### src/hw/classifier_pkg.sv
package classifier_pkg;

    // one byte of the host stream
    localparam int data_w = 8;

    // 7x7 pooled picture
    localparam int num_features = 49;

    // digits 0 to 9
    localparam int num_classes = 10;

    localparam int class_w = 4;
    localparam int feat_w = 6;

    // holds 49*255*255 + 255 without wrapping
    localparam int acc_w = 22;

    // 'R', the read command byte that opens a frame
    localparam logic [data_w-1:0] header_code = 8'h52;

    // token buffer between parser and classifier
    localparam int fifo_depth = 4;

    // which part of the frame a byte belongs to
    typedef enum logic [1:0] {
        sec_feature,
        sec_weight,
        sec_bias
    } section_t;

    // one tagged frame byte, 20 bits
    typedef struct packed {
        section_t section;
        logic [class_w-1:0] class_idx;
        logic [feat_w-1:0] feat_idx;
        logic [data_w-1:0] value;
    } token_t;

endpackage

### src/hw/token_stream_if.sv
`timescale 1ns/1ps

interface token_stream_if;

    logic valid;
    logic ready;
    classifier_pkg::token_t token;

    // transfer on a rising edge with valid and ready both high
    // a waiting token stays put until it is taken

    modport source (
        output valid,
        output token,
        input ready
    );

    modport sink (
        input valid,
        input token,
        output ready
    );

endinterface

### src/hw/frame_parser.sv
`timescale 1ns/1ps

module frame_parser (
    input logic clk,
    input logic reset,
    input logic [classifier_pkg::data_w-1:0] in_data,
    input logic in_valid,
    output logic in_ready,
    token_stream_if.source tokens
);

    typedef logic [classifier_pkg::class_w-1:0] class_t;
    typedef logic [classifier_pkg::feat_w-1:0] feat_t;

    logic hunting;
    classifier_pkg::section_t sec;
    class_t cls;
    feat_t feat;
    logic accept;
    logic fire;
    logic last_feat;
    logic last_class;

    // straight through, no buffering here
    assign in_ready = tokens.ready;
    assign accept = in_valid && in_ready;
    assign fire = accept && !hunting;

    // header and junk bytes never reach the stream
    assign tokens.valid = in_valid && !hunting;
    assign tokens.token.section = sec;
    assign tokens.token.class_idx = cls;
    assign tokens.token.feat_idx = feat;
    assign tokens.token.value = in_data;

    assign last_feat = (feat == feat_t'(classifier_pkg::num_features - 1));
    assign last_class = (cls == class_t'(classifier_pkg::num_classes - 1));

    always_ff @(posedge clk or posedge reset) begin
        if (reset) begin
            hunting <= 1'b1;
            sec <= classifier_pkg::sec_feature;
            cls <= '0;
            feat <= '0;
        end else if (accept && hunting) begin
            if (in_data == classifier_pkg::header_code) begin
                hunting <= 1'b0;
                sec <= classifier_pkg::sec_feature;
                cls <= '0;
                feat <= '0;
            end
        end else if (fire) begin
            case (sec)
                classifier_pkg::sec_feature: begin
                    feat <= last_feat ? '0 : feat + 1'b1;
                    if (last_feat) begin
                        sec <= classifier_pkg::sec_weight;
                    end
                end
                classifier_pkg::sec_weight: begin
                    // class-major, 49 weights per class
                    feat <= last_feat ? '0 : feat + 1'b1;
                    if (last_feat) begin
                        cls <= last_class ? '0 : cls + 1'b1;
                        if (last_class) begin
                            sec <= classifier_pkg::sec_bias;
                        end
                    end
                end
                default: begin
                    // one bias per class, then back to hunting
                    cls <= last_class ? '0 : cls + 1'b1;
                    if (last_class) begin
                        sec <= classifier_pkg::sec_feature;
                        hunting <= 1'b1;
                    end
                end
            endcase
        end
    end

    // while hunting only an accepted header can open the stream
    a_no_token_hunting: assert property (@(posedge clk) disable iff (reset)
        (hunting && !(accept && in_data == classifier_pkg::header_code))
            |=> !tokens.valid);

endmodule

### src/hw/token_fifo.sv
`timescale 1ns/1ps

module token_fifo (
    input logic clk,
    input logic reset,
    token_stream_if.sink upstream,
    token_stream_if.source downstream
);

    typedef logic [$clog2(classifier_pkg::fifo_depth)-1:0] ptr_t;
    typedef logic [$clog2(classifier_pkg::fifo_depth + 1)-1:0] count_t;

    classifier_pkg::token_t mem [classifier_pkg::fifo_depth];
    ptr_t wr_ptr;
    ptr_t rd_ptr;
    count_t count;
    logic push;
    logic pop;

    assign upstream.ready = (count != count_t'(classifier_pkg::fifo_depth));
    assign downstream.valid = (count != '0);
    assign downstream.token = mem[rd_ptr];

    assign push = upstream.valid && upstream.ready;
    assign pop = downstream.valid && downstream.ready;

    // storage only, pointers say what is live
    always_ff @(posedge clk) begin
        if (push) begin
            mem[wr_ptr] <= upstream.token;
        end
    end

    always_ff @(posedge clk or posedge reset) begin
        if (reset) begin
            wr_ptr <= '0;
            rd_ptr <= '0;
            count <= '0;
        end else begin
            if (push) begin
                wr_ptr <= (wr_ptr == ptr_t'(classifier_pkg::fifo_depth - 1)) ? '0 : wr_ptr + 1'b1;
            end
            if (pop) begin
                rd_ptr <= (rd_ptr == ptr_t'(classifier_pkg::fifo_depth - 1)) ? '0 : rd_ptr + 1'b1;
            end
            if (push && !pop) begin
                count <= count + 1'b1;
            end else if (pop && !push) begin
                count <= count - 1'b1;
            end
        end
    end

    // full FIFO keeps its waiting head untouched
    a_no_push_full: assert property (@(posedge clk) disable iff (reset)
        (count == count_t'(classifier_pkg::fifo_depth) && !pop)
            |=> (count == count_t'(classifier_pkg::fifo_depth)
                 && $stable(downstream.token)));

    // nothing leaves an empty FIFO
    a_no_pop_empty: assert property (@(posedge clk) disable iff (reset)
        (count == '0 && !push) |=> (count == '0));

endmodule

### src/hw/dense_argmax.sv
`timescale 1ns/1ps

module dense_argmax (
    input logic clk,
    input logic reset,
    token_stream_if.sink tokens,
    output logic [classifier_pkg::class_w-1:0] answer,
    output logic answer_valid
);

    typedef logic [classifier_pkg::acc_w-1:0] acc_t;
    typedef logic [classifier_pkg::class_w-1:0] class_t;

    typedef enum logic [1:0] {
        st_accum,
        st_scan,
        st_finish
    } state_t;

    state_t state;
    class_t scan_idx;
    class_t best_idx;
    acc_t best_score;
    acc_t scores [classifier_pkg::num_classes];
    logic [classifier_pkg::data_w-1:0] features [classifier_pkg::num_features];
    logic [2*classifier_pkg::data_w-1:0] product;
    logic fire;
    logic first_feature;
    logic last_bias;

    // pause the stream while the scores are walked
    assign tokens.ready = (state == st_accum);
    assign fire = tokens.valid && tokens.ready;

    assign first_feature = (tokens.token.section == classifier_pkg::sec_feature) &&
                           (tokens.token.feat_idx == '0);
    assign last_bias = (tokens.token.section == classifier_pkg::sec_bias) &&
                       (tokens.token.class_idx == class_t'(classifier_pkg::num_classes - 1));

    // weight times the stored feature of the same position
    assign product = tokens.token.value * features[tokens.token.feat_idx];

    always_ff @(posedge clk) begin
        if (fire) begin
            case (tokens.token.section)
                classifier_pkg::sec_feature: begin
                    features[tokens.token.feat_idx] <= tokens.token.value;
                    // new frame starts from zero
                    if (first_feature) begin
                        for (int i = 0; i < classifier_pkg::num_classes; i++) begin
                            scores[i] <= '0;
                        end
                    end
                end
                classifier_pkg::sec_weight: begin
                    scores[tokens.token.class_idx] <=
                        scores[tokens.token.class_idx] + acc_t'(product);
                end
                classifier_pkg::sec_bias: begin
                    scores[tokens.token.class_idx] <=
                        scores[tokens.token.class_idx] + acc_t'(tokens.token.value);
                end
                default: begin
                end
            endcase
        end

        // running maximum, only strictly greater replaces so ties keep the lower class
        if (fire && last_bias) begin
            best_score <= '0;
            best_idx <= '0;
        end else if (state == st_scan && scores[scan_idx] > best_score) begin
            best_score <= scores[scan_idx];
            best_idx <= scan_idx;
        end
    end

    always_ff @(posedge clk or posedge reset) begin
        if (reset) begin
            state <= st_accum;
            scan_idx <= '0;
            answer <= '0;
            answer_valid <= 1'b0;
        end else begin
            case (state)
                st_accum: begin
                    if (fire && first_feature) begin
                        answer_valid <= 1'b0;
                    end
                    if (fire && last_bias) begin
                        state <= st_scan;
                        scan_idx <= '0;
                    end
                end
                st_scan: begin
                    // one score per cycle
                    if (scan_idx == class_t'(classifier_pkg::num_classes - 1)) begin
                        state <= st_finish;
                    end else begin
                        scan_idx <= scan_idx + 1'b1;
                    end
                end
                default: begin
                    answer <= best_idx;
                    answer_valid <= 1'b1;
                    state <= st_accum;
                end
            endcase
        end
    end

    // result holds until the next frame begins
    a_answer_held: assert property (@(posedge clk) disable iff (reset)
        (answer_valid && !fire) |=> (answer_valid && $stable(answer)));

endmodule

### src/hw/digit_classifier.sv
`timescale 1ns/1ps

module digit_classifier (
    input logic clk,
    input logic reset,
    input logic [classifier_pkg::data_w-1:0] in_data,
    input logic in_valid,
    output logic in_ready,
    output logic [classifier_pkg::class_w-1:0] answer,
    output logic answer_valid
);

    token_stream_if parser_to_fifo ();
    token_stream_if fifo_to_dense ();

    // tags bytes of a frame, drops anything before the header
    frame_parser u_parser (
        .clk(clk),
        .reset(reset),
        .in_data(in_data),
        .in_valid(in_valid),
        .in_ready(in_ready),
        .tokens(parser_to_fifo.source)
    );

    // soaks up bytes while the scores are scanned
    token_fifo u_fifo (
        .clk(clk),
        .reset(reset),
        .upstream(parser_to_fifo.sink),
        .downstream(fifo_to_dense.source)
    );

    dense_argmax u_dense (
        .clk(clk),
        .reset(reset),
        .tokens(fifo_to_dense.sink),
        .answer(answer),
        .answer_valid(answer_valid)
    );

endmodule

### config.mk
export PLATFORM = sky130hd
export DESIGN_NAME = digit_classifier
export DESIGN_NICKNAME = d
export VERILOG_FILES = /design/src/hw/classifier_pkg.sv /design/src/hw/token_stream_if.sv /design/src/hw/frame_parser.sv /design/src/hw/token_fifo.sv /design/src/hw/dense_argmax.sv /design/src/hw/digit_classifier.sv
export SDC_FILE = /design/constraint.sdc
export NUM_CORES = 2
export LEC_CHECK = 0
export BUFFER_PORTS_ARGS = -buffer_cell sky130_fd_sc_hd__buf_2
export CAP_MARGIN = 20
export CELL_PAD_IN_SITES_DETAIL_PLACEMENT = 0
export CELL_PAD_IN_SITES_GLOBAL_PLACEMENT = 1
export CORE_MARGIN = 2
export CORE_UTILIZATION = 54
export DETAILED_ROUTE_END_ITERATION = 12
export PLACE_DENSITY_LB_ADDON = 0.25
export SLEW_MARGIN = 20
export SYNTH_ARGS = -nofsm -noshare
export SYNTH_HDL_FRONTEND = slang
export SYNTH_SLANG_ARGS = --single-unit
### constraint.sdc
create_clock -name clk -period 10.7 [get_ports clk]
set_input_delay 1.07 -clock clk [delete_from_list [all_inputs] [get_ports clk]]
set_output_delay 1.07 -clock clk [all_outputs]
set_load 0.02 [all_outputs]
Word level (Yosys, flattened, before mapping) --
Memory sizes are Yosys's and may differ from the RTL's. Index checks and enable logic that the tools add are counted.
Storage, ports and cells: output and inout port bits 6, register bits 57, memories kept 3, memory bits (writable) 692, logic and storage cells 143
Memories:
- u_dense.features | depth 49, bits a word 8, read ports 1, clocked after memory_dff 0, wr ports 1, RTL line dense_argmax.sv:25 | logic [classifier_pkg::data_w-1:0] features [classifier_pkg::num_features];
- u_dense.scores | depth 10, bits a word 22, read ports 2, clocked after memory_dff 0, wr ports 10, RTL line dense_argmax.sv:24 | acc_t scores [classifier_pkg::num_classes];
- u_fifo.mem | depth 4, bits a word 20, read ports 1, clocked after memory_dff 0, wr ports 1, RTL line token_fifo.sv:13 | classifier_pkg::token_t mem [classifier_pkg::fifo_depth];
Cells by class: equality and inequality tests 22, order comparisons 1, reductions and logical operators 37, bitwise gates (word level) 2, add/subtract/negate cells 9, $mul 1, multiplexer cells 55
Operators with widths (number):
- two-way mux 22 bit | 2
- two-way mux 4 bit | 8
- two-way mux 6 bit | 5
- adder 22 x 16 -> 22 bit | 1
- adder 22 x 8 -> 22 bit | 1
- > comparator 22 bit | 1
- two-way mux 1 bit | 22
- two-way mux 2 bit | 11
- OR reduction 22 bit | 1
- multiplier 8 x 8 -> 16 bit | 1
- one-hot mux 4 bit (2 select lines) | 2
- logical AND 1 bit | 13
- == test 4 bit (second input constant) | 3
- inequality test 2 bit (second input constant) | 5
- nonzero test 2 bit | 5
- inequality test 3 x 1 -> 1 bit (second input constant) | 3
- adder 4 x 1 -> 4 bit (second input constant) | 2
- == test 8 x 7 -> 1 bit (second input constant) | 1
- one-hot mux 2 bit (2 select lines) | 2
- AND reduction 4 bit | 2
- adder 6 x 1 -> 6 bit (second input constant) | 1
- == test 2 x 1 -> 1 bit (second input constant) | 3
- == test 2 bit (second input constant) | 3
- == test 6 bit (second input constant) | 1
- other kinds (17) | 28

Logic depth before layout (Yosys ltp) --
An unclocked memory read counts as a cell.
word-level depth 8, mapped depth 33

Cells and area by module --
A second synthesis with hierarchy kept.
Unflattened totals: cells, all modules 2729, area total of the unflattened synthesis 41782.6 sq um
By module, submodules not included:
- dense_argmax | seq. area each 23137.2 sq um, area an instance 37475.9 sq um, cells each 2486, times used 1
- token_fifo | seq. area each 2577.5 sq um, area an instance 3345.7 sq um, cells each 142, times used 1
- frame_parser | seq. area each 326.6 sq um, area an instance 960.9 sq um, cells each 101, times used 1

Worst setup path before layout --
No wires, ideal clock.
path kind flip-flop to flip-flop, from register u_fifo.rd_ptr[0], to memory u_dense.scores[10][21] in the netlist's numbering, data pin, data arrival time 7328 ps, slack 3159 ps, stages on the path, launching flop included 31, buffers on the path 4, library setup time 213 ps, required time 10487 ps, cells stage by stage dfrtp_1 -> buf_6 -> buf_2 -> mux4_2 -> nand2b_1 -> or2_0 -> buf_2 -> o22ai_1 -> o41ai_1 -> o21ai_1 -> a211oi_1 -> nand4_1 -> or2_2 -> fa_1 -> inv_1 -> fa_1 -> fa_1 -> inv_1 -> fa_1 -> inv_1 -> ha_1 -> a21oi_1 -> nor2b_1 -> or4_1 -> o221a_2 -> o31a_1 -> nor3_1 -> nor2_1 -> a31o_2 -> buf_2 -> a21oi_1
RTL lines:
- start: declaration | RTL line token_fifo.sv:15 | ptr_t rd_ptr;
- start signal: assignment | RTL line token_fifo.sv:44 | rd_ptr <= (rd_ptr == ptr_t'(classifier_pkg::fifo_depth - 1)) ? '0 : rd_ptr + 1'b1;
- end: declaration | RTL line dense_argmax.sv:24

==> results.yml <==
finish:
  final_cell_mix: "824 x edfxtp_1, 281 x nor2_1, 168 x mux4_2, 155 x inv_1"
  mostFrequentLayoutCell: "edfxtp_1"
  nets: 3042
  syn_to_final_growth_pct: 10.8
  drive_gt1_frac: 0.187
floorplan:
  initial_core_util: 0.543
  die_w_um: 283
  die_y_um: 283
  coreArea_um2: 77200
  ios: 17
  dieArea_um2: 79900
  num_rows: 102
placement:
  dp_hpwl_mm: 73.6
  post-place-ws_ns: 0.864
  place.gp.congestion: 0.876
  portBuffers: 16
hold_path:
  whs_path_depth: 2
  hold_class: "flop to flop"
  hold_path_end: "u_dense.best_score[12]$_SDFFE_PP0P_"
  hp-start: "u_dense.best_score[12]$_SDFFE_PP0P_"
clock_network:
  clock_path_buffers: 3
  cts_root_buffer: "clkbuf_16"
  cts_hold_buf: 0
  htree_num_levels: 3
  cts_setup_buffers: 0
  clock_latency_ns: 0.67
  cts.sinks: 881
  cts_resized: 0
  cts_buffers: 90
  clkTransAtPathRegs_ns: 0.05
  cts_tree: "built"
global_route:
  grt_pass1_wl_mm: 170
  grt-ovfl-total: 0
  first_global_vias: 26176
  grt_antenna_before_repair: 2
  grt_usage: 0.294
  grt_max_degree: 62
setup_path:
  critical_path_required_ns: 11.05
  worst_ep_arrival_time_ns: 10.34
  crit_family: "simple AND/OR/NAND/NOR gates"
  rr_endpoint: "u_dense.scores[12][16]$_DFFE_PP_"
  crit_fanout: 33
  r2r-start: "u_fifo.rd_ptr[1]$_DFFE_PP0P_"
  critPathCaptureType: "flop"
  timing.reg2reg.setup_slack_ns: 0.70
  max_stage_delay_ns: 0.81
  slowest_stage: "mux4_2"
  timing_worst_setup_path_type: "flop to flop"
  rr_worst_depth: 25
  cp-start-kind: "flop"
  critPathBufInv: 4
timing:
  finClkSkew_ns: 0.0423
  finalHoldViolCount: 0
  relSlewSlack: 0.222
  slew_violations: 0
  fin_crit_ns: 10.0
  finalCritPeriodShare: 0.934
  worstMarginPinSlew_ns: 1.17
  setup_tns_ns: 0
  rsz0062_at_grt: "no"
  setup_violations: 0
  fmax_mhz: 100
  setup_slack_ns: 0.705
synthesis:
  ys_seq_area_frac: 0.621
  synth-compound-area-share: 0.0788
  synth_warnings: 0
  synth_ff_type: "edfxtp_1"
  synth_nets: 3017
  synth_xor_area_frac: 0.00543
  ys_seq_elements: 881
  synth_mux_area_frac: 0.139
  avgSynthCellArea_um2: 14.6
  synthCells: 2871
  netlist_area_um2: 41900
  synth_top_family_by_area: "multiplexers"
  yosys.area_share.simple: 0.0727
  yosys.area_share.adder: 0.0496
  synth_edf_count: 824
  synthDistinctLibCells: 93
  ys_async_sr_fraction: 0.0352
drt:
  wirelength_mm: 116
  drc_errors: 0
  avgRoutedWirePerCell_um: 28.9
  first_pass_iters: 6
  viasPerCell: 6.56
  vias: 26316
  final_antenna_net_count: 0
  first_iter_violations: 3664
status:
  outcome: "finished clean"
job:
  drv_cap: 0
-- synth_stat cells (5+ instances only) --
| library cell | count | area (µm²) |
|---|---|---|
| buf_1 | 26 | 97.6 |
| o31ai_1 | 12 | 90.1 |
| nor3_1 | 19 | 95.1 |
| a22oi_1 | 14 | 105 |
| o22ai_1 | 139 | 870 |
| a21oi_1 | 78 | 390 |
| nor4_1 | 8 | 50.1 |
| buf_6 | 10 | 113 |
| o41ai_1 | 10 | 87.6 |
| o22a_1 | 9 | 78.8 |
| dfrtp_1 | 30 | 751 |
| mux2_2 | 65 | 732 |
| nand2b_1 | 12 | 75.1 |
| inv_1 | 156 | 586 |
| and2_1 | 10 | 62.6 |
| xnor2_1 | 16 | 140 |
| dfxtp_1 | 26 | 521 |
| or2_2 | 25 | 156 |
| or3_1 | 5 | 31.3 |
| nor2b_1 | 33 | 206 |
| nand4_1 | 19 | 119 |
| mux4_2 | 171 | 3850 |
| nand2_1 | 139 | 522 |
| fa_1 | 52 | 1040 |
| o21ai_1 | 15 | 75.1 |
| edfxtp_1 | 824 | 24700 |
| xor2_1 | 10 | 87.6 |
| buf_2 | 41 | 205 |
| o221ai_1 | 31 | 272 |
| a31oi_1 | 13 | 81.3 |
| clkbuf_1 | 76 | 285 |
| nand3_1 | 51 | 255 |
| nor2_1 | 288 | 1080 |
| buf_4 | 9 | 67.6 |
| a21o_1 | 19 | 143 |
| ha_1 | 83 | 1040 |
| mux2i_1 | 126 | 1260 |
| a211oi_1 | 25 | 188 |
| o21ai_0 | 82 | 410 |
| o21a_1 | 8 | 60.1 |
-- layout make-up --
| type | instances | area [µm²] |
|---|---|---|
| inverters | 156 | 586 |
| clock inverters | 61 | 717 |
| well taps | 1040 | 1300 |
| repair buffers | 96 | 778 |
| multi-input cells | 1671 | 14600 |
| clock buffers | 104 | 2410 |
| diodes | 1 | 2.50 |
| flip-flops and latches | 881 | 26100 |
| fillers | 5814 | 30800 |
-- registers in the layout (all words and copies together) (netlist names) --
register              cells
u_dense.answer            4
u_dense.answer_valid      1
u_dense.best_idx          4
u_dense.best_score       22
u_dense.features        392
u_dense.scan_idx          4
u_dense.scores          352
u_dense.state             2
u_fifo.count              3
u_fifo.mem               80
u_fifo.rd_ptr             2
u_fifo.wr_ptr             2
u_parser.cls              4
u_parser.feat             6
u_parser.hunting          1
u_parser.sec              2
-- worst max-delay path by stage --
| stage | start | to | slack [ns] | cells past startpoint |
|---|---|---|---|---|
| CTS | u_fifo.rd_ptr[1]$_DFFE_PP0P_ | u_dense.scores[12][16]$_DFFE_PP_ | 0.85 | 25 |
| floorplan | u_fifo.rd_ptr[0]$_DFFE_PP0P_ | u_dense.scores[10][21]$_DFFE_PP_ | 3.16 | 30 |
| finish | u_fifo.rd_ptr[1]$_DFFE_PP0P_ | u_dense.scores[12][16]$_DFFE_PP_ | 0.70 | 25 |
| global route | u_fifo.rd_ptr[1]$_DFFE_PP0P_ | u_dense.scores[12][18]$_DFFE_PP_ | 0.26 | 25 |
| global placement | u_fifo.rd_ptr[1]$_DFFE_PP0P_ | u_dense.scores[12][16]$_DFFE_PP_ | 1.21 | 25 |
| detailed placement | u_fifo.rd_ptr[1]$_DFFE_PP0P_ | u_dense.scores[12][16]$_DFFE_PP_ | 0.86 | 25 |
-- through the flow --
stage	hold slack [ns]	instances	util	area (µm²)
after floorplan	0.432	2871	-	41900
after global placement	0.445	3839	0.559	43200
after detailed placement	0.452	3843	0.561	43300
after CTS	0.461	4008	0.601	46400
after global routing	0.484	4009	0.602	46400
final	0.459	4010	0.602	46400
-- cell families (layout without fill, tap and decap cells) --
group | count (synthesis) | after routing
other | 0 | 1
DFF | 881 | 881
and+or+nand+nor | 651 | 651
muxes | 362 | 362
AOI/OAI and AO/OA | 497 | 497
xor gates and xnor gates | 26 | 26
buffers and inverters | 319 | 417
adders and majority gates | 135 | 135
-- layer usage --
metal	wire length, µm	part of all wire	vias to the layer above	global-route usage
met5	0	0	-	0
met4	3500	0.030	0	0.0928
met3	11700	0.10	255	0.0565
met2	54600	0.47	1477	0.464
met1	46100	0.40	13430	0.416
li1	-	-	11154	-
-- worst min-delay path, stage by stage, from the launching register on --
cell and delay, ns:
dfxtp_1 0.31, nand2_1 0.05, o21ai_0 0.06
Power is not shown: default switching activity piles up to over one toggle a cycle in this logic, so the estimate is an artifact.
